File: config.mk
export PLATFORM = sky130hd
export DESIGN_NAME = axi_mem_bridge
export DESIGN_NICKNAME = d
export VERILOG_FILES = /design/src/hdl/axi_mem_pkg.sv /design/src/hdl/axi_mem_bridge.sv /design/src/hdl/resp_composer.sv /design/src/hdl/bank_splitter.sv /design/src/hdl/rw_arbiter.sv /design/src/hdl/burst_walker.sv /design/src/hdl/fall_through_fifo.sv
export VERILOG_INCLUDE_DIRS = /design/src /design/src/hdl
export SDC_FILE = /design/constraint.sdc
export NUM_CORES = 1
export LEC_CHECK = 0
export ABC_AREA = 1
export ABC_CLOCK_PERIOD_IN_PS = 9900
export BUFFER_PORTS_ARGS = -buffer_cell sky130_fd_sc_hd__buf_2
export CORE_MARGIN = 2
export CORE_UTILIZATION = 45
export DETAILED_ROUTE_END_ITERATION = 8
export HOLD_SLACK_MARGIN = 0.12
export PLACE_DENSITY = 0.72
export SYNTH_ARGS = -nofsm -noshare
export SYNTH_HDL_FRONTEND = slang
export SYNTH_SLANG_ARGS = --single-unit
File: constraint.sdc
create_clock -name clk_i -period 9.9 [get_ports clk_i]
set_input_delay 0.99 -clock clk_i [delete_from_list [all_inputs] [get_ports clk_i]]
set_output_delay 0.99 -clock clk_i [all_outputs]
set_load 0.01 [all_outputs]
File: src/hdl/axi_mem_consts.svh
// Sizing assumes a 64-bit bus over two 32-bit banks; the bank width times bank count must equal the bus width.
`ifndef AXI_MEM_CONSTS_SVH
`define AXI_MEM_CONSTS_SVH

// Byte address width of the AXI port and the banks.
`define AXM_ADDR_WIDTH 16

// AXI data width in bits.
`define AXM_DATA_WIDTH 64

// AXI id width.
`define AXM_ID_WIDTH 4

// Number of memory banks.
`define AXM_NUM_BANKS 2

// Data width of one bank.
`define AXM_BANK_WIDTH 32

// Responses in flight toward the banks; the meta buffer holds one more.
`define AXM_BUF_DEPTH 2

`endif
File: src/hdl/axi_mem_pkg.sv
// Types for the AXI to banked memory bridge; no user or atop fields, responses carry OKAY only.
`include "axi_mem_consts.svh"

package axi_mem_pkg;

  // One byte address, read either whole or split into word, bank and byte.
  typedef union packed {
    logic [`AXM_ADDR_WIDTH-1:0] byte_addr;
    struct packed {
      logic [`AXM_ADDR_WIDTH-$clog2(`AXM_DATA_WIDTH/8)-1:0] word;
      logic [$clog2(`AXM_NUM_BANKS)-1:0]                     bank;
      logic [$clog2(`AXM_BANK_WIDTH/8)-1:0]                  offset;
    } field;
  } mem_addr_u;

  // AR and AW share this layout.
  typedef struct packed {
    logic [`AXM_ID_WIDTH-1:0]   id;
    logic [`AXM_ADDR_WIDTH-1:0] addr;
    logic [7:0]                 len;
    logic [2:0]                 size;
    logic [1:0]                 burst;
    logic [3:0]                 qos;
  } aw_chan_t;

  typedef struct packed {
    logic [`AXM_DATA_WIDTH-1:0]   data;
    logic [`AXM_DATA_WIDTH/8-1:0] strb;
    logic                         last;
  } w_chan_t;

  typedef struct packed {
    logic [`AXM_DATA_WIDTH-1:0] data;
    logic [`AXM_ID_WIDTH-1:0]   id;
    logic                       last;
    logic [1:0]                 resp;
  } r_chan_t;

  typedef struct packed {
    logic [`AXM_ID_WIDTH-1:0] id;
    logic [1:0]               resp;
  } b_chan_t;

  typedef struct packed {
    aw_chan_t aw;
    logic     aw_valid;
    w_chan_t  w;
    logic     w_valid;
    aw_chan_t ar;
    logic     ar_valid;
    logic     r_ready;
    logic     b_ready;
  } axi_req_t;

  typedef struct packed {
    logic    aw_ready;
    logic    w_ready;
    logic    ar_ready;
    r_chan_t r;
    logic    r_valid;
    b_chan_t b;
    logic    b_valid;
  } axi_resp_t;

  // Per-beat record, kept until the memory answers.
  typedef struct packed {
    mem_addr_u                addr;
    logic [`AXM_ID_WIDTH-1:0] id;
    logic                     last;
    logic [3:0]               qos;
    logic [2:0]               size;
    logic                     write;
  } meta_t;

  typedef struct packed {
    mem_addr_u                    addr;
    logic [`AXM_DATA_WIDTH-1:0]   wdata;
    logic [`AXM_DATA_WIDTH/8-1:0] strb;
    logic                         we;
  } mem_req_t;

  typedef struct packed {
    logic [`AXM_ADDR_WIDTH-1:0]   addr;
    logic [`AXM_BANK_WIDTH-1:0]   wdata;
    logic [`AXM_BANK_WIDTH/8-1:0] strb;
    logic                         we;
  } bank_req_t;

endpackage

File: src/hdl/axi_mem_bridge.sv
// AXI4 slave to two-bank memory; INCR bursts only, burst field ignored, every response OKAY.
`include "axi_mem_consts.svh"

module axi_mem_bridge (
  input  logic                                           clk_i,
  input  logic                                           arst_n_i,
  input  axi_mem_pkg::axi_req_t                          axi_req_i,
  output axi_mem_pkg::axi_resp_t                         axi_resp_o,
  output axi_mem_pkg::bank_req_t [`AXM_NUM_BANKS-1:0]    bank_req_o,
  output logic [`AXM_NUM_BANKS-1:0]                      bank_valid_o,
  input  logic [`AXM_NUM_BANKS-1:0]                      bank_gnt_i,
  input  logic [`AXM_NUM_BANKS-1:0]                      bank_rvalid_i,
  input  logic [`AXM_NUM_BANKS-1:0][`AXM_BANK_WIDTH-1:0] bank_rdata_i
);

  axi_mem_pkg::meta_t     rd_beat, wr_beat, arb_meta, buf_meta;
  axi_mem_pkg::mem_req_t  mem_req;
  axi_mem_pkg::axi_resp_t comp_resp;
  logic                   rd_beat_valid, rd_beat_ready, rd_busy;
  logic                   wr_beat_valid, wr_beat_ready, wr_busy;
  logic                   ar_ready, aw_ready, w_ready;
  logic                   arb_meta_valid, arb_meta_ready, mem_valid, mem_ready;
  logic                   buf_valid, buf_ready;
  logic [`AXM_DATA_WIDTH-1:0] rdata;
  logic                   rvalid, rready;

  // Read beats; AR carries no data, so data is always present.
  burst_walker #(.IsWrite(1'b0)) i_rd_walker (
    .clk_i, .arst_n_i,
    .ax_i(axi_req_i.ar), .ax_valid_i(axi_req_i.ar_valid), .ax_ready_o(ar_ready),
    .data_valid_i(1'b1), .data_ready_o(),
    .beat_o(rd_beat), .beat_valid_o(rd_beat_valid), .beat_ready_i(rd_beat_ready),
    .busy_o(rd_busy)
  );

  // Write beats, one per W transfer.
  burst_walker #(.IsWrite(1'b1)) i_wr_walker (
    .clk_i, .arst_n_i,
    .ax_i(axi_req_i.aw), .ax_valid_i(axi_req_i.aw_valid), .ax_ready_o(aw_ready),
    .data_valid_i(axi_req_i.w_valid), .data_ready_o(w_ready),
    .beat_o(wr_beat), .beat_valid_o(wr_beat_valid), .beat_ready_i(wr_beat_ready),
    .busy_o(wr_busy)
  );

  rw_arbiter i_rw_arbiter (
    .clk_i, .arst_n_i,
    .rd_i(rd_beat), .rd_valid_i(rd_beat_valid), .rd_ready_o(rd_beat_ready), .rd_busy_i(rd_busy),
    .wr_i(wr_beat), .wr_valid_i(wr_beat_valid), .wr_ready_o(wr_beat_ready), .wr_busy_i(wr_busy),
    .w_i(axi_req_i.w),
    .meta_o(arb_meta), .meta_valid_o(arb_meta_valid), .meta_ready_i(arb_meta_ready),
    .mem_o(mem_req), .mem_valid_o(mem_valid), .mem_ready_i(mem_ready)
  );

  // Covers every beat in flight plus the one waiting to join.
  fall_through_fifo #(
    .Width($bits(axi_mem_pkg::meta_t)), .Depth(`AXM_BUF_DEPTH + 1)
  ) i_meta_buf (
    .clk_i, .arst_n_i,
    .data_i(arb_meta), .valid_i(arb_meta_valid), .ready_o(arb_meta_ready),
    .data_o(buf_meta), .valid_o(buf_valid), .ready_i(buf_ready)
  );

  bank_splitter i_bank_splitter (
    .clk_i, .arst_n_i,
    .req_i(mem_req), .req_valid_i(mem_valid), .req_ready_o(mem_ready),
    .rdata_o(rdata), .rvalid_o(rvalid), .rready_i(rready),
    .bank_req_o, .bank_valid_o, .bank_gnt_i, .bank_rvalid_i, .bank_rdata_i
  );

  resp_composer i_resp_composer (
    .meta_i(buf_meta), .meta_valid_i(buf_valid), .meta_ready_o(buf_ready),
    .rdata_i(rdata), .rvalid_i(rvalid), .rready_o(rready),
    .axi_req_i, .resp_o(comp_resp)
  );

  // Request-side readies come from the walkers, R and B from the composer.
  assign axi_resp_o = axi_mem_pkg::axi_resp_t'{
    aw_ready: aw_ready, w_ready: w_ready, ar_ready: ar_ready,
    r: comp_resp.r, r_valid: comp_resp.r_valid,
    b: comp_resp.b, b_valid: comp_resp.b_valid
  };

endmodule

File: src/hdl/resp_composer.sv
// Drives only the R and B fields of resp_o; the request readies there stay low for the top to fill.
`include "axi_mem_consts.svh"

module resp_composer (
  input  axi_mem_pkg::meta_t         meta_i,
  input  logic                       meta_valid_i,
  output logic                       meta_ready_o,
  input  logic [`AXM_DATA_WIDTH-1:0] rdata_i,
  input  logic                       rvalid_i,
  output logic                       rready_o,
  input  axi_mem_pkg::axi_req_t      axi_req_i,
  output axi_mem_pkg::axi_resp_t     resp_o
);

  logic both, to_r, to_b, out_ready, fire;

  // Reads always answer; writes only on the burst's last beat.
  assign to_r = ~meta_i.write;
  assign to_b = meta_i.write & meta_i.last;
  assign both = meta_valid_i & rvalid_i;

  // Middle write beats need no channel and drain freely.
  assign out_ready = to_r ? axi_req_i.r_ready :
                     to_b ? axi_req_i.b_ready : 1'b1;
  assign fire      = both & out_ready;

  // Both inputs pop together.
  assign meta_ready_o = fire;
  assign rready_o     = fire;

  always_comb begin
    resp_o         = '0;
    resp_o.r.data  = rdata_i;
    resp_o.r.id    = meta_i.id;
    resp_o.r.last  = meta_i.last;
    // OKAY.
    resp_o.r.resp  = 2'b00;
    resp_o.r_valid = both & to_r;
    resp_o.b.id    = meta_i.id;
    resp_o.b.resp  = 2'b00;
    resp_o.b_valid = both & to_b;
  end

endmodule

File: src/hdl/bank_splitter.sv
// Banks must answer every granted request exactly once and in order; rvalid cannot be stalled.
`include "axi_mem_consts.svh"

module bank_splitter (
  input  logic                                           clk_i,
  input  logic                                           arst_n_i,
  input  axi_mem_pkg::mem_req_t                          req_i,
  input  logic                                           req_valid_i,
  output logic                                           req_ready_o,
  output logic [`AXM_DATA_WIDTH-1:0]                     rdata_o,
  output logic                                           rvalid_o,
  input  logic                                           rready_i,
  output axi_mem_pkg::bank_req_t [`AXM_NUM_BANKS-1:0]    bank_req_o,
  output logic [`AXM_NUM_BANKS-1:0]                      bank_valid_o,
  input  logic [`AXM_NUM_BANKS-1:0]                      bank_gnt_i,
  input  logic [`AXM_NUM_BANKS-1:0]                      bank_rvalid_i,
  input  logic [`AXM_NUM_BANKS-1:0][`AXM_BANK_WIDTH-1:0] bank_rdata_i
);

  localparam int unsigned NumBanks = `AXM_NUM_BANKS;
  localparam int unsigned BankW    = `AXM_BANK_WIDTH;
  localparam int unsigned SelW     = $clog2(NumBanks);
  localparam int unsigned CntW     = $clog2(`AXM_BUF_DEPTH + 1);

  axi_mem_pkg::bank_req_t [NumBanks-1:0] bank_in;
  logic [NumBanks-1:0]                   req_rdy, resp_rdy, resp_vld;
  logic [CntW-1:0]                       cnt_q;
  logic                                  accept, retire;

  // Requests whose joined response has not left yet.
  // The bound keeps room in every response FIFO for each rvalid.
  assign accept      = req_valid_i & req_ready_o;
  assign retire      = rvalid_o & rready_i;
  assign req_ready_o = (&req_rdy) & (&resp_rdy) & (cnt_q != CntW'(`AXM_BUF_DEPTH));
  // Joined word is ready once every bank holds its half.
  assign rvalid_o    = &resp_vld;

  for (genvar i = 0; i < NumBanks; i++) begin : gen_bank
    axi_mem_pkg::mem_addr_u bank_addr;

    // Same bus word, this bank's slot, first byte.
    always_comb begin
      bank_addr              = req_i.addr;
      bank_addr.field.bank   = SelW'(i);
      bank_addr.field.offset = '0;
    end

    assign bank_in[i] = axi_mem_pkg::bank_req_t'{
      addr:  bank_addr.byte_addr,
      wdata: req_i.wdata[i*BankW +: BankW],
      strb:  req_i.strb[i*BankW/8 +: BankW/8],
      we:    req_i.we
    };

    fall_through_fifo #(
      .Width($bits(axi_mem_pkg::bank_req_t)), .Depth(`AXM_BUF_DEPTH)
    ) i_req_fifo (
      .clk_i, .arst_n_i,
      .data_i(bank_in[i]), .valid_i(accept), .ready_o(req_rdy[i]),
      .data_o(bank_req_o[i]), .valid_o(bank_valid_o[i]), .ready_i(bank_gnt_i[i])
    );

    // Writes return a response too, so both banks pop together.
    fall_through_fifo #(
      .Width(BankW), .Depth(`AXM_BUF_DEPTH)
    ) i_resp_fifo (
      .clk_i, .arst_n_i,
      .data_i(bank_rdata_i[i]), .valid_i(bank_rvalid_i[i]), .ready_o(resp_rdy[i]),
      .data_o(rdata_o[i*BankW +: BankW]), .valid_o(resp_vld[i]), .ready_i(retire)
    );
  end

  always_ff @(posedge clk_i or negedge arst_n_i) begin
    if (!arst_n_i) begin
      cnt_q <= '0;
    end else begin
      cnt_q <= cnt_q + CntW'(accept) - CntW'(retire);
    end
  end

endmodule

File: src/hdl/rw_arbiter.sv
// Offers must hold until taken; a stalled choice stays locked, so neither side may drop its valid.
module rw_arbiter (
  input  logic                  clk_i,
  input  logic                  arst_n_i,
  input  axi_mem_pkg::meta_t    rd_i,
  input  logic                  rd_valid_i,
  output logic                  rd_ready_o,
  input  logic                  rd_busy_i,
  input  axi_mem_pkg::meta_t    wr_i,
  input  logic                  wr_valid_i,
  output logic                  wr_ready_o,
  input  logic                  wr_busy_i,
  input  axi_mem_pkg::w_chan_t  w_i,
  output axi_mem_pkg::meta_t    meta_o,
  output logic                  meta_valid_o,
  input  logic                  meta_ready_i,
  output axi_mem_pkg::mem_req_t mem_o,
  output logic                  mem_valid_o,
  input  logic                  mem_ready_i
);

  logic       sel_d, sel_q, lock_q;
  logic       arb_valid, arb_ready;
  // Bit 0 is the meta branch, bit 1 the memory branch.
  logic [1:0] done_d, done_q;

  // Select is high for writes.
  always_comb begin
    sel_d = sel_q;
    if (lock_q) begin
      sel_d = sel_q;
    end else if (rd_valid_i ^ wr_valid_i) begin
      sel_d = wr_valid_i;
    end else if (rd_valid_i && wr_valid_i) begin
      // Higher QoS first.
      if (wr_i.qos != rd_i.qos) begin
        sel_d = (wr_i.qos > rd_i.qos);
      // A single write ahead of a read burst.
      end else if (wr_i.last && !rd_i.last) begin
        sel_d = 1'b1;
      // Then keep a burst going.
      end else if (wr_busy_i || rd_busy_i) begin
        sel_d = wr_busy_i;
      end else begin
        sel_d = ~sel_q;
      end
    end
  end

  assign arb_valid  = sel_d ? wr_valid_i : rd_valid_i;
  assign meta_o     = sel_d ? wr_i : rd_i;
  assign rd_ready_o = ~sel_d & arb_ready;
  assign wr_ready_o = sel_d & arb_ready;

  // Fork; a branch that has taken the beat stops offering it.
  assign meta_valid_o = arb_valid & ~done_q[0];
  assign mem_valid_o  = arb_valid & ~done_q[1];
  assign arb_ready    = (meta_ready_i | done_q[0]) & (mem_ready_i | done_q[1]);
  assign done_d       = (arb_valid && arb_ready) ? 2'b00 :
                        done_q | {mem_valid_o & mem_ready_i, meta_valid_o & meta_ready_i};

  // W data rides with the beat; reads ignore it.
  assign mem_o = axi_mem_pkg::mem_req_t'{
    addr: meta_o.addr, wdata: w_i.data, strb: w_i.strb, we: meta_o.write
  };

  always_ff @(posedge clk_i or negedge arst_n_i) begin
    if (!arst_n_i) begin
      sel_q  <= 1'b0;
      lock_q <= 1'b0;
      done_q <= 2'b00;
    end else begin
      sel_q  <= sel_d;
      lock_q <= arb_valid & ~arb_ready;
      done_q <= done_d;
    end
  end

endmodule

File: src/hdl/burst_walker.sv
// Treats every burst as INCR and does not check 4 KiB crossing; the address wraps at 64 KiB.
`include "axi_mem_consts.svh"

module burst_walker #(
  parameter bit IsWrite = 1'b0
) (
  input  logic                  clk_i,
  input  logic                  arst_n_i,
  input  axi_mem_pkg::aw_chan_t ax_i,
  input  logic                  ax_valid_i,
  output logic                  ax_ready_o,
  input  logic                  data_valid_i,
  output logic                  data_ready_o,
  output axi_mem_pkg::meta_t    beat_o,
  output logic                  beat_valid_o,
  input  logic                  beat_ready_i,
  output logic                  busy_o
);

  logic [7:0]                 cnt_d, cnt_q;
  axi_mem_pkg::meta_t         cur_d, cur_q;
  logic [`AXM_ADDR_WIDTH-1:0] step, aligned;

  // Beat size in bytes, and the last beat's address rounded down to it.
  assign step    = `AXM_ADDR_WIDTH'(1) << cur_q.size;
  assign aligned = cur_q.addr.byte_addr & ~(step - `AXM_ADDR_WIDTH'(1));
  // Beats left after the one in cur_q.
  assign busy_o  = (cnt_q != 8'd0);

  always_comb begin
    cnt_d        = cnt_q;
    cur_d        = cur_q;
    beat_o       = cur_q;
    beat_valid_o = 1'b0;
    ax_ready_o   = 1'b0;
    data_ready_o = 1'b0;
    if (busy_o) begin
      // Later beats start on a size boundary.
      beat_o.addr.byte_addr = aligned + step;
      beat_o.last           = (cnt_q == 8'd1);
      beat_valid_o          = data_valid_i;
      if (data_valid_i && beat_ready_i) begin
        data_ready_o = 1'b1;
        cnt_d        = cnt_q - 8'd1;
        cur_d        = beat_o;
      end
    end else if (ax_valid_i) begin
      // First beat keeps the unaligned request address.
      beat_o.addr.byte_addr = ax_i.addr;
      beat_o.id             = ax_i.id;
      beat_o.last           = (ax_i.len == 8'd0);
      beat_o.qos            = ax_i.qos;
      beat_o.size           = ax_i.size;
      beat_o.write          = IsWrite;
      beat_valid_o          = data_valid_i;
      // Address and first data beat are taken together.
      if (data_valid_i && beat_ready_i) begin
        ax_ready_o   = 1'b1;
        data_ready_o = 1'b1;
        cnt_d        = ax_i.len;
        cur_d        = beat_o;
      end
    end
  end

  always_ff @(posedge clk_i or negedge arst_n_i) begin
    if (!arst_n_i) begin
      cnt_q <= 8'd0;
    end else begin
      cnt_q <= cnt_d;
    end
  end

  always_ff @(posedge clk_i) begin
    cur_q <= cur_d;
  end

endmodule

File: src/hdl/fall_through_fifo.sv
// Data passes through in the same cycle when empty; a full FIFO does not accept while it pops.
module fall_through_fifo #(
  parameter int unsigned Width = 8,
  parameter int unsigned Depth = 2
) (
  input  logic             clk_i,
  input  logic             arst_n_i,
  input  logic [Width-1:0] data_i,
  input  logic             valid_i,
  output logic             ready_o,
  output logic [Width-1:0] data_o,
  output logic             valid_o,
  input  logic             ready_i
);

  localparam int unsigned PtrW = (Depth > 1) ? $clog2(Depth) : 1;
  localparam int unsigned CntW = $clog2(Depth + 1);

  logic [Width-1:0] mem_q [Depth];
  logic [PtrW-1:0]  wr_ptr_q, rd_ptr_q;
  logic [CntW-1:0]  cnt_q;
  logic             empty, push, pop;

  assign empty   = (cnt_q == '0);
  assign ready_o = (cnt_q != CntW'(Depth));
  assign valid_o = !empty || valid_i;
  assign data_o  = empty ? data_i : mem_q[rd_ptr_q];
  // A word taken straight through is never stored.
  assign push    = valid_i && ready_o && !(empty && ready_i);
  assign pop     = !empty && ready_i;

  always_ff @(posedge clk_i or negedge arst_n_i) begin
    if (!arst_n_i) begin
      wr_ptr_q <= '0;
      rd_ptr_q <= '0;
      cnt_q    <= '0;
    end else begin
      if (push) begin
        wr_ptr_q <= (wr_ptr_q == PtrW'(Depth - 1)) ? '0 : wr_ptr_q + 1'b1;
      end
      if (pop) begin
        rd_ptr_q <= (rd_ptr_q == PtrW'(Depth - 1)) ? '0 : rd_ptr_q + 1'b1;
      end
      cnt_q <= cnt_q + CntW'(push) - CntW'(pop);
    end
  end

  always_ff @(posedge clk_i) begin
    if (push) begin
      mem_q[wr_ptr_q] <= data_i;
    end
  end

endmodule

# Word level (Yosys, flattened, before mapping)
# Memories as Yosys holds them, arrays and structs flattened.
# Cells that the tools add are included.
# totals
mem_count,5
in_bits,222
elab_cells,244
reg_bits,102
out_inout_bits,190
ram_bits,415
# op_classes
bitwise,32
muxes,73
shift,2
eq_ne,11
reduce_logical,59
order_cmp,1
add_sub_neg,28
# memory_table
memory,depth,width,read_ports,rd_ports_with_merged_regs,wr,line_no,text
i_bank_splitter.gen_bank[0].i_req_fifo.mem_q,2,50,1,0,1,fall_through_fifo.sv:19,logic [Width-1:0] mem_q [Depth];
i_bank_splitter.gen_bank[1].i_req_fifo.mem_q,2,50,1,0,1,fall_through_fifo.sv:19,
i_meta_buf.mem_q,3,29,1,0,1,fall_through_fifo.sv:19,
i_bank_splitter.gen_bank[0].i_resp_fifo.mem_q,2,32,1,0,1,fall_through_fifo.sv:19,
i_bank_splitter.gen_bank[1].i_resp_fifo.mem_q,2,32,1,0,1,fall_through_fifo.sv:19,
# ops
op,count
two-way mux 29 bit,11
two-way mux 53 bit,2
two-way mux 8 bit,10
two-way mux 32 bit,2
two-way mux 1 bit,40
adder 16 bit,2
bitwise AND 16 bit,2
two-way mux 16 bit,2
NOT 16 bit,2
"<< shifter 1 x 3 -> 16 bit, first input constant",2
"subtractor 16 x 1 -> 16 bit, second input constant",2
logical AND 1 bit,24
bitwise AND 1 bit,16
"equality test 8 x 1 -> 1 bit, second input constant",2
zero test 8 bit,2
nonzero test 8 bit,2
"subtractor 8 x 1 -> 8 bit, second input constant",2
two-way mux 13 bit,1
adder 2 x 1 -> 2 bit,6
"!= test 2 bit, second input constant",6
subtractor 2 x 1 -> 2 bit,6
zero test 1 bit,11
zero test 2 bit,5
AND reduction 2 bit,5
14 further kinds,41

# Longest topological paths before layout
# Gate-level depths: netlist (run 1).
# logic_depth
word_depth,22
ltp_mapped,33
depth_no_buf,31

# Modules after synthesis
# Synthesis (run 1) repeated with hierarchy kept, for this count alone.
# hier_totals
hier_cells,2926
hier_area_um2,27428.8
# modules_own_cells
mod,seq_area_each_um2,area_each_um2,n_inst,cells_per_inst
fall_through_fifo (i_bank_splitter.gen_bank[0].i_req_fifo ...),3283.1,4658.2,2,377
fall_through_fifo (i_bank_splitter.gen_bank[0].i_resp_fifo ...),2021.9,3039.2,2,302
fall_through_fifo (i_meta_buf),2762.6,3962.6,1,383
burst_walker (i_wr_walker),1041.0,2877.8,1,406
burst_walker (i_rd_walker),1041.0,2866.5,1,407
rw_arbiter,100.1,1465.2,1,245
resp_composer,0.0,653.1,1,93
bank_splitter,50.0,182.7,1,30
axi_mem_bridge,0.0,26.3,1,4

# Worst setup path after synthesis (run 1)
# No wires, ideal clock.
# synth_timing
path_type,input-to-reg
start,in axi_req_i[114] in the netlist's numbering
end,"mem i_bank_splitter.gen_bank[0].i_req_fifo.mem_q[0][0] in the netlist's numbering, enable pin"
stages,22
path_buffers,2
required_ps,9442
arrival_time_ps,5448
path_slack_ps,3994
setup_ps,458
path_cell_list,inv_1 nor2_1 clkbuf_1 inv_1 clkbuf_1 nand2_1 o21ai_0 ha_1 nand2_1 nor2_1 nand2_1 a21oi_1 nand2_1 nand2_1 nand2_1 nand2_1 nand2_2 nand3_1 nand3_1 nor2_1 o21ai_2 nor2_1
# synth_via
elab_chain_len,15
word_cells_on_any_way,22
classes_between,order compare: 1; eq/ne: 1; mux: 13; bitwise: 3; reduce/logical: 4
# synth_rtl
element,line_no,text
from (decl),axi_mem_bridge.sv:7,"input axi_mem_pkg::axi_req_t axi_req_i,"
branches (longest 8 deep; another with greater-than comparator 4 bit),-,
two-way mux 1 bit (*),rw_arbiter.sv:50,assign arb_valid = sel_d ? wr_valid_i : rd_valid_i;
bitwise AND 1 bit (*),rw_arbiter.sv:57,assign mem_valid_o = arb_valid & ~done_q[1];
bitwise AND 1 bit (*),bank_splitter.sv:32,assign accept = req_valid_i & req_ready_o;
logical AND 1 bit (*) (2 in a row),fall_through_fifo.sv:29,assign push = valid_i && ready_o && !(empty && ready_i);
two-way mux 1 bit (*),fall_through_fifo.sv:49,if (push) begin
two-way mux 1 bit (implied by the code) (*),fall_through_fifo.sv:50,mem_q[wr_ptr_q] <= data_i;
to (decl),fall_through_fifo.sv:19,
# Mark *: on every way between the ends.

==> flow_metrics.tcl, run 1 <==
set metrics [dict create \
    core-area_mm2 0.0465 \
    crit_fanout 29 \
    end_kind "output pin" \
    via_per_inst 5.33 \
    p_sw_mw 3.48 \
    cp.required_ns 8.91 \
    ir_drop_v 0.000199 \
    cts_setup_buffers 0 \
    cap_viol_max_count 0 \
    ctsRootBufferMaster "clkbuf_16" \
    synth-seq-area-share_pct 62.4 \
    cp.arrival_ns 6.48 \
    syn_avg_cell_area_um2 9.96 \
    final_common_cell "nand2_1" \
    netlist_area_mm2 0.0211 \
    dp_slack_ns 3.05 \
    postRouteAntennaNets 0 \
    worst_skew_pair.late_latency_ns 0.59 \
    grt_use_total_pct 22.0 \
    num_io_pins 412 \
    fin_skew_ns 0.0251 \
    period_share_pct 75.5 \
    cts_htree_levels 2 \
    grt_pass1_vias 15600 \
    postSynthCellCount 2118 \
    cts.sinks 446 \
    die_w_um 221 \
    setup_viol 0 \
    clkPwrFrac_pct 20.9 \
    rsz0062_at_grt "no" \
    drtPass1Iterations 6 \
    layout_common_cells "nand2_1, edfxtp_1, buf_2" \
    drive_gt1_share_pct 22.0 \
    die_h_um 221 \
    nNetsFinal 2738 \
    overflow 0 \
    status "complete, no violations" \
    async_flop_share_pct 9.87 \
    crit_path_start_kind "flop" \
    grt_pass1_wl_mm 84.0 \
    tritoncts "done" \
    hold_violations 0 \
    cts_hold_buffers 0 \
    drt_wl_total_mm 55.8 \
    leakagePower_nw 10.4 \
    rows 79 \
    antenna_found_initial 12 \
    vias 16700 \
    fp.dieArea_mm2 0.0486 \
    cts_buffers 47 \
    synth_cell_types 54 \
    drc 0 \
    finalMaxSlewViolations 0 \
    ys_dominant_reg_cell "edfxtp_1" \
    cts.repair.resized 0 \
    p_per_area_mw_per_mm2 336 \
    worstSetupPathType "flop to output pin" \
    clk_pin_slew_worst_paths_ns 0.06 \
    hpwl_mm 37.4 \
    synth_edf_count 402 \
    switching_share_pct 41.2 \
    drt_iter0_markers 1423 \
    grt_max_degree 55 \
    hp-class "flop to flop" \
    power_frac_seq_pct 35.3 \
    dpl_cell_area_mm2 0.0236 \
    synth_seq_cells 446 \
    fmax_ghz 0.134 \
    intPower_mw 4.97 \
    numPortBuffers 396 \
    combPwrFrac_pct 43.8 \
    worstMarginPinSlew_ns 1.15 \
    fill_cells 4146 \
    globalplace.congestion 0.884 \
    design_area_mm2 0.0252 \
    yosysWarningCount 0 \
    syn2layout_area_growth_pct 19.3 \
    finalSetupTns_ns 0 \
    clk_path_buf_depth 3 \
    setup_ws_ns 2.43 \
    initial_core_util_pct 45.4 \
    slew-limit-headroom_pct 23.0 \
    wl_per_cell_um 17.8 \
    fin_crit_ns 7.47 \
    holdWs_ns 0.471 \
]
-- critical path, stage by stage (launching register included) --
cell and delay, ns:
dfrtp_1 0.39, inv_1 0.12, ha_1 0.24, nand2_2 0.11
nor2_4 0.54, inv_1 0.12, nor2_1 0.12, buf_4 0.23
clkinv_1 0.49, nor2_1 0.24, a21oi_1 0.07, ha_1 0.31
nand2_1 0.07, nor2_1 0.16, nand2_1 0.07, a21oi_1 0.13
nand2_1 0.06, nand2_1 0.05, nand2_1 0.05, nand2_1 0.06
nand2_2 0.06, nand2_2 0.49, inv_2 0.43, o21ai_0 0.60
inv_1 0.25, nor2_1 0.14, a31oi_1 0.06, buf_2 0.19
-- area by class of cell --
cell class / instances / area (um^2) / share of cell area (%)
timing repair buffer: 422 / 2180 / 8.65
clock buffer: 58 / 1250 / 4.96
antenna: 4 / 10.0 / 0.0398
sequential: 446 / 13200 / 52.3
multi-input combinational: 1393 / 6850 / 27.2
inverter: 177 / 664 / 2.64
clock inverter: 26 / 293 / 1.16
tap: 607 / 759 / 3.02
-- metal layers --
| metal | vias to the layer above | track usage [%] | part of all wire [%] |
|---|---|---|---|
| met4 | 12 | 7.51 | 3.0 |
| met1 | 7886 | 29.4 | 41 |
| met2 | 661 | 35.7 | 48 |
| li1 | 8019 | - | - |
| met5 | - | 0 | 0.12 |
| met3 | 111 | 4.67 | 7.7 |
-- Yosys cell counts (2+ instances only) --
master,instances,area share [%]
mux2i_1,10,0.47
o211ai_1,12,0.43
a22oi_1,17,0.60
a21oi_1,309,7.3
conb_1,2,0.036
nand2_1,409,7.3
o21ai_1,8,0.19
edfxtp_1,402,57
xnor2_1,15,0.62
nor2_4,5,0.27
o31ai_1,3,0.11
buf_1,5,0.089
xor2_1,10,0.41
nor3_1,12,0.28
ha_1,29,1.7
buf_4,20,0.71
a221oi_1,2,0.083
nand3_2,2,0.095
nor2_1,293,5.2
o22ai_1,8,0.24
inv_1,167,3.0
nand3_1,66,1.6
buf_6,2,0.11
inv_2,9,0.16
or2_2,9,0.27
a21boi_0,2,0.071
o221ai_1,3,0.12
clkbuf_1,77,1.4
nor2_2,8,0.24
o21bai_1,7,0.25
nand2_2,8,0.24
nand4_1,7,0.21
buf_2,6,0.14
and2_1,2,0.059
nor4_1,3,0.089
a31oi_1,21,0.62
o311ai_0,2,0.083
dfrtp_1,44,5.2
a32oi_1,5,0.21
o21ai_2,3,0.12
o21ai_0,81,1.9
-- metrics by stage --
stage | util (%) | total power, mW | instances
2_1_floorplan | - | 5.33 | 2126
3_3_place_gp | 50.9 | 6.61 | 3045
3_5_place_dp | 50.9 | 6.72 | 3045
4_1_cts | 54.2 | 8.51 | 3129
5_1_grt | 54.2 | 9.03 | 3132
6_report | 54.2 | 8.45 | 3133
-- registers in the layout, indices dropped and copies added (netlist names), 8 cells and up --
name                                        cells
i_bank_splitter.gen_bank.i_req_fifo.mem_q     200
i_bank_splitter.gen_bank.i_resp_fifo.mem_q    128
i_meta_buf.mem_q                               18
i_rd_walker.cnt_q                               8
i_rd_walker.cur_q                              28
i_wr_walker.cnt_q                               8
i_wr_walker.cur_q                              28
-- path summary, 6_finish.rpt --
check                                                                              from  cells after the start  slack, ns                                                            to
min in group asynchronous                                                      arst_n_i                      2       0.51                              i_wr_walker.cnt_q[0]$_DFFE_PN0P_
min reg2reg                i_bank_splitter.gen_bank[1].i_resp_fifo.wr_ptr_q$_DFFE_PN0P_                      2       0.47  i_bank_splitter.gen_bank[1].i_resp_fifo.wr_ptr_q$_DFFE_PN0P_
max                                                    i_rd_walker.cnt_q[0]$_DFFE_PN0P_                     27       2.43                                                bank_req_o[42]
max reg2reg                                            i_rd_walker.cnt_q[0]$_DFFE_PN0P_                     20       3.32                                                          flop
min                        i_bank_splitter.gen_bank[1].i_resp_fifo.wr_ptr_q$_DFFE_PN0P_                      2       0.47  i_bank_splitter.gen_bank[1].i_resp_fifo.wr_ptr_q$_DFFE_PN0P_
max in group asynchronous                                                      arst_n_i                      2       8.91   i_bank_splitter.gen_bank[1].i_req_fifo.rd_ptr_q$_DFFE_PN0P_
-- logic make-up after synthesis --
logic type / Yosys count / share of synthesized area [%]
AOI/OAI and AO/OA: 492 / 12.8
xor gates and xnor gates: 25 / 1.04
adders and majority gates: 29 / 1.72
buffers and inverters: 287 / 5.57
DFF: 446 / 62.4
muxes: 10 / 0.474
other: 2 / 0.0356
and+or+nand+nor: 827 / 16.0
-- power by group through the flow --
| stage | clock (mW) | sequential (mW) | combinational [mW] |
|---|---|---|---|
| final | 1.77 | 2.98 | 3.70 |
| after global routing | 1.88 | 3.03 | 4.12 |
| after CTS | 1.81 | 2.98 | 3.73 |
| after detailed placement | 0 | 3.01 | 3.71 |
| after global placement | 0 | 2.98 | 3.63 |
| after floorplan | 0 | 2.92 | 2.41 |
No activity file was read; power rests on OpenSTA's default activity.
==> inputs of run 2 (changes only) <==
--- a/config.mk
+++ b/config.mk
@@ -7,7 +7,7 @@
 export NUM_CORES = 1
 export LEC_CHECK = 0
 export ABC_AREA = 1
-export ABC_CLOCK_PERIOD_IN_PS = 9900
+export ABC_CLOCK_PERIOD_IN_PS = 7400
 export BUFFER_PORTS_ARGS = -buffer_cell sky130_fd_sc_hd__buf_2
 export CORE_MARGIN = 2
 export CORE_UTILIZATION = 45
==> constraint.sdc (replaced) <==
create_clock -name clk_i -period 7.4 [get_ports clk_i]
set_input_delay 0.74 -clock clk_i [delete_from_list [all_inputs] [get_ports clk_i]]
set_output_delay 0.74 -clock clk_i [all_outputs]
set_load 0.01 [all_outputs]
==> run 2 against run 1 <==
Effect of this change:
- core utilization rose by 0.083 points
- global-route usage rose by 0.080 points
- design area rose by 0.15%
- total power rose by 34%
- sequential share of layout area fell by 0.081 points
- largest cell class unchanged
==> flow_metrics.tcl, run 2 (synthesis gave the netlist of run 1 again) <==
set metrics [dict create \
    cp.arrival_ns 5.68 \
    nNetsFinal 2743 \
    ctsRootBufferMaster "clkbuf_16" \
    die_h_um 221 \
    fin_crit_ns 6.42 \
    drive_gt1_share_pct 22.0 \
    reg_top3 "i_bank_splitter.gen_bank.i_req_fifo.mem_q: 200 flops, i_bank_splitter.gen_bank.i_resp_fifo.mem_q: 128 flops" \
    drt_wl_total_mm 56.1 \
    period_share_pct 86.8 \
    status "complete, no violations" \
    top_layer_used "met5" \
    cts.sinks 446 \
    routedLengthMet1_mm 22.9 \
    largest_reg_flops 200 \
    postRouteAntennaNets 0 \
    hp-class "input pin to asynchronous set/reset pin" \
    r2r_cells 27 \
    clk_path_buf_depth 3 \
    met2_length_mm 27.2 \
    crit_path_start_kind "flop" \
    initial_core_util_pct 45.4 \
    leakagePower_nw 10.4 \
    ir_drop_v 0.000312 \
    critPathBufInv 5 \
    hold_violations 0 \
    layout_common_cells "nand2_1, edfxtp_1, buf_2" \
    hpwl_mm 37.9 \
    cp_common_cell "nor2_1" \
    drt_iter0_markers 1225 \
    vias 16700 \
    worstSetupPathType "flop to output pin" \
    worst_skew_pair.late_latency_ns 0.59 \
    fmax_ghz 0.156 \
    r2r_slack_ns 1.59 \
    tritoncts "done" \
    cts_htree_levels 2 \
    p_per_area_mw_per_mm2 450 \
    finalSetupTns_ns 0 \
    r2r-start "i_rd_walker.cnt_q[0]$_DFFE_PN0P_" \
    slew-limit-headroom_pct 21.9 \
    finalMaxSlewViolations 0 \
    cp_slowest_cell "a31oi_1" \
    intPower_mw 6.66 \
    overflow 0 \
    cts_buffers 48 \
    fp.dieArea_mm2 0.0486 \
    globalplace.congestion 0.886 \
    dpl_cell_area_mm2 0.0237 \
    numPortBuffers 396 \
    grt_use_total_pct 22.1 \
    grt_pass1_vias 15900 \
    cp_top_family "simple AND/OR/NAND/NOR gates" \
    cp.required_ns 6.66 \
    cp.depth 25 \
    cts.repair.resized 0 \
    syn2layout_area_growth_pct 19.5 \
    antenna_found_initial 10 \
    via_per_inst 5.30 \
    combPwrFrac_pct 44.0 \
    switching_share_pct 41.3 \
    clk_pin_slew_worst_paths_ns 0.06 \
    final_common_cell "nand2_1" \
    wl_per_cell_um 17.8 \
    wl_met3_mm 4.32 \
    cap_viol_max_count 0 \
    crit_end "bank_req_o[94]" \
    cts_hold_buffers 0 \
    clkPwrFrac_pct 20.9 \
    rsz0062_at_grt "no" \
    design_area_mm2 0.0252 \
    crit_fanout 28 \
    fin_skew_ns 0.0273 \
    die_w_um 221 \
    power_frac_seq_pct 35.1 \
    cts_setup_buffers 0 \
    drc 0 \
    num_io_pins 412 \
    grt_pass1_wl_mm 84.7 \
    top_register "i_bank_splitter.gen_bank.i_req_fifo.mem_q" \
    end_kind "output pin" \
    setup_viol 0 \
    rows 79 \
    cp-startpoint "i_rd_walker.cnt_q[0]$_DFFE_PN0P_" \
    core-area_mm2 0.0465 \
    critPathMaxStageDelay_ns 0.68 \
    drtPass1Iterations 6 \
    worstMarginPinSlew_ns 1.17 \
    p_sw_mw 4.68 \
    grt_max_degree 55 \
]
==> run 2: layout make-up <==
class,count,area [um^2]
multi-input combinational,1393,6850
fill,4171,21200
tap,607,759
sequential,446,13200
antenna,5,12.5
timing repair buffer,426,2210
inverter,177,664
clock inverter,30,300
clock buffer,60,1250
==> run 2: worst min path at each step <==
stage,from,end,slack (ns)
after CTS,arst_n_i,i_wr_walker.cnt_q[0]$_DFFE_PN0P_,0.26
final,arst_n_i,i_wr_walker.cnt_q[0]$_DFFE_PN0P_,0.24
after global routing,arst_n_i,i_wr_walker.cnt_q[0]$_DFFE_PN0P_,0.29
after floorplan,arst_n_i,i_bank_splitter.cnt_q[0]$_DFF_PN0_,0.44
after detailed placement,i_bank_splitter.gen_bank[0].i_resp_fifo.wr_ptr_q$_DFFE_PN0P_,i_bank_splitter.gen_bank[0].i_resp_fifo.wr_ptr_q$_DFFE_PN0P_,0.47
after global placement,i_bank_splitter.gen_bank[0].i_resp_fifo.wr_ptr_q$_DFFE_PN0P_,i_bank_splitter.gen_bank[0].i_resp_fifo.wr_ptr_q$_DFFE_PN0P_,0.45
==> run 2: worst reg2reg max path: cells and delay by family (launching register included) <==
kind / cells / cell delay, ns
DFF: 1 / 0.40
adders and majority gates: 2 / 0.54
AOI/OAI and AO/OA: 4 / 0.43
buffers and inverters: 6 / 1.74
and+or+nand+nor: 15 / 2.30
==> run 2: per-layer routing <==
layer	vias up	track usage [%]
li1	8052	-
met1	7874	28.3
met2	606	36.8
met3	109	5.21
met4	12	7.56
met5	-	0
==> run 2: power groups by stage <==
stage                     sequential [mW]  combinational, mW  clock, mW
after global placement               3.99               4.87          0
after global routing                 4.05               5.56       2.51
after CTS                            3.98               5.02       2.42
after floorplan                      3.91               3.22          0
final                                3.98               4.98       2.37
after detailed placement             4.02               5.00          0
==> run 2: per-stage QoR <==
step	power, mW	std cells	hold slack [ns]	worst slack, ns	utilization [%]
2_1_floorplan	7.13	2126	0.442	1.51	-
5_1_grt	12.1	3142	0.288	0.329	54.3
3_3_place_gp	8.86	3049	0.453	1.70	50.9
3_5_place_dp	9.02	3049	0.467	1.58	50.9
4_1_cts	11.4	3139	0.257	0.916	54.2
6_report	11.3	3144	0.241	0.975	54.3
==> inputs of run 3 (changes only) <==
--- a/config.mk
+++ b/config.mk
@@ -13,7 +13,8 @@
 export CORE_UTILIZATION = 45
 export DETAILED_ROUTE_END_ITERATION = 8
 export HOLD_SLACK_MARGIN = 0.12
-export PLACE_DENSITY = 0.72
+export PLACE_DENSITY = 0.7
 export SYNTH_ARGS = -nofsm -noshare
 export SYNTH_HDL_FRONTEND = slang
+export SYNTH_HIERARCHICAL = 1
 export SYNTH_SLANG_ARGS = --single-unit
==> run 3 against run 2 <==
Effect of this change:
- core utilization down 3.7 points
- combinational power up 5.6%
- total power up 2.3%
- sequential power down 2%
- sequential cell count up 12
- count of clock-buffer cells in the layout up 4
- register-to-register slack worse by 0.52 ns
- via count up 10%
- worst hold slack better by 0.045 ns
- critical endpoint is now i_bank_splitter/gen_bank[0].i_resp_fifo/cnt_q[1]$_DFF_PN0_
- largest cell class unchanged
- highest routed layer unchanged
==> flow_metrics.tcl, run 3 <==
set metrics [dict create \
    finalSetupTns_ns 0 \
    p_sw_mw 4.91 \
    yosysWarningCount 6 \
    worst_skew_pair.late_latency_ns 0.59 \
    setup_viol 0 \
    core-area_mm2 0.0536 \
    crit_fanout 22 \
    rows 85 \
    fin_skew_ns 0.0168 \
    clk_pin_slew_worst_paths_ns 0.06 \
    postSynthCellCount 2605 \
    num_io_pins 412 \
    ir_drop_v 0.000272 \
    cp_slowest_cell "nor2_1" \
    die_w_um 236 \
    crit_path_start_kind "flop" \
    nNetsFinal 3076 \
    fp.dieArea_mm2 0.0558 \
    hpwl_mm 41.7 \
    drtPass1Iterations 5 \
    grt_pass1_vias 17700 \
    slew-limit-headroom_pct 17.9 \
    dp_slack_ns 1.06 \
    overflow 0 \
    fin_crit_ns 6.33 \
    syn_avg_cell_area_um2 9.31 \
    largest_reg_flops 212 \
    cts_hold_buffers 0 \
    final_common_cell "nand2_1" \
    cp_common_cell "nand2_1" \
    wl_met3_mm 3.71 \
    cts.repair.resized 0 \
    die_h_um 236 \
    finalMaxSlewViolations 0 \
    globalplace.congestion 0.922 \
    cts_setup_buffers 0 \
    drc 0 \
    via_per_inst 5.15 \
    cp.required_ns 7.88 \
    intPower_mw 6.69 \
    end_kind "flop" \
    final_util_pct 50.5 \
    clkPwrFrac_pct 21.1 \
    cap_viol_max_count 0 \
    hp-class "input pin to asynchronous set/reset pin" \
    status "complete, no violations" \
    dp.cells 3471 \
    worstSetupPathType "flop to flop" \
    reg_top3 "i_bank_splitter/gen_bank.i_req_fifo/mem_q: 212 flops, i_bank_splitter/gen_bank.i_resp_fifo/mem_q: 128 flops" \
    antenna_found_initial 7 \
    wl_per_cell_um 17.2 \
    grt_use_total_pct 21.4 \
    drt_wl_total_mm 61.3 \
    p_per_area_mw_per_mm2 428 \
    cts.sinks 458 \
    cts_htree_levels 2 \
    r2r_cells 38 \
    clk_path_buf_depth 3 \
    cts_buffers 50 \
    rsz0062_at_grt "no" \
    setup_ws_ns 1.07 \
    fmax_ghz 0.158 \
    switching_share_pct 42.3 \
    combPwrFrac_pct 45.3 \
    syn2layout_area_growth_pct 11.6 \
    grt_max_degree 57 \
    top_register "i_bank_splitter/gen_bank.i_req_fifo/mem_q" \
    initial_core_util_pct 45.3 \
    power_frac_seq_pct 33.6 \
    cp.arrival_ns 6.81 \
    period_share_pct 85.6 \
    drive_gt1_share_pct 24.8 \
    critPathMaxStageDelay_ns 0.60 \
    tritoncts "done" \
    fill_cells 4875 \
    ctsRootBufferMaster "clkbuf_16" \
    met2_length_mm 29.9 \
    stdcell_count 3566 \
    leakagePower_nw 11.7 \
    worstMarginPinSlew_ns 1.23 \
    drt_iter0_markers 1343 \
    layout_common_cells "nand2_1, edfxtp_1, buf_2" \
    grt_pass1_wl_mm 94.9 \
    top_layer_used "met5" \
    numPortBuffers 402 \
    hold_violations 0 \
    vias 18400 \
    netlist_area_mm2 0.0243 \
    routedLengthMet1_mm 25.6 \
    postRouteAntennaNets 0 \
]
[run 3: cell types whose count changed in the layout (fill, tap and decap cells not counted), moves of 19 or more]
cell | before | now
nand2_1 | 409 | 685
a21oi_1 | 309 | 151
nor2_1 | 283 | 379
a21oi_2 | 1 | 80
nor2_2 | 12 | 42
o21ai_0 | 81 | 61
nand2_2 | 8 | 27
[run 3: layout make-up]
cell class / count / area [um^2] / area share (%)
Sequential cell: 458 / 13500 / 50.0
Multi-Input combinational cell: 1698 / 8140 / 30.1
Timing Repair Buffer: 422 / 2170 / 8.03
Clock buffer: 64 / 1350 / 4.97
Tap cell: 696 / 871 / 3.22
Inverter: 197 / 746 / 2.75
Clock inverter: 28 / 259 / 0.956
Antenna cell: 3 / 7.51 / 0.0277
[run 3: worst paths after layout]
check,from,endpoint,slack [ns]
setup / recovery,i_wr_walker/cnt_q[0]$_DFFE_PN0P_,i_bank_splitter/gen_bank[0].i_resp_fifo/cnt_q[1]$_DFF_PN0_,1.07
hold / removal,arst_n_i,i_bank_splitter/gen_bank[0].i_resp_fifo/cnt_q[0]$_DFF_PN0_,0.29
setup reg to reg,i_wr_walker/cnt_q[0]$_DFFE_PN0P_,i_bank_splitter/gen_bank[0].i_resp_fifo/cnt_q[1]$_DFF_PN0_,1.07
hold reg to reg,i_bank_splitter/gen_bank[1].i_resp_fifo/wr_ptr_q$_DFFE_PN0P_,i_bank_splitter/gen_bank[1].i_resp_fifo/wr_ptr_q$_DFFE_PN0P_,0.48
max in group asynchronous,arst_n_i,i_bank_splitter/gen_bank[1].i_req_fifo/rd_ptr_q$_DFFE_PN0P_,6.61
min in group clk_i,bank_rdata_i[34],flop,0.35
[run 3: routing by layer]
layer	vias up	global-route usage (%)
li1	8839	-
met1	8811	27.9
met2	605	36.0
met3	112	3.11
met4	6	8.30
met5	-	0
[run 3: stage by stage]
| stage | power [mW] | hold slack [ns] | area (um^2) |
|---|---|---|---|
| after floorplan | 7.92 | 0.442 | 24300 |
| after global placement | 9.05 | 0.455 | 25500 |
| after detailed placement | 9.22 | 0.469 | 25500 |
| after CTS | 11.7 | 0.283 | 27100 |
| after global routing | 12.4 | 0.333 | 27100 |
| final | 11.6 | 0.286 | 27100 |
[run 3: power groups by stage]
stage / clock (mW) / combinational [mW] / sequential [mW]
after floorplan: 0 / 4.08 / 3.83
after global placement: 0 / 5.14 / 3.91
after detailed placement: 0 / 5.28 / 3.94
after CTS: 2.51 / 5.30 / 3.89
after global routing: 2.61 / 5.79 / 3.95
final: 2.45 / 5.26 / 3.90
[run 3: critical path, delay by kind of cell, from the launching register on]
kind,cells,cell delay (ns)
AO/OA/AOI/OAI,1,0.11
adder cells (fa/ha/maj),4,0.93
buffers and inverters,9,1.24
flip-flops,1,0.39
AND/OR/NAND/NOR,24,3.52
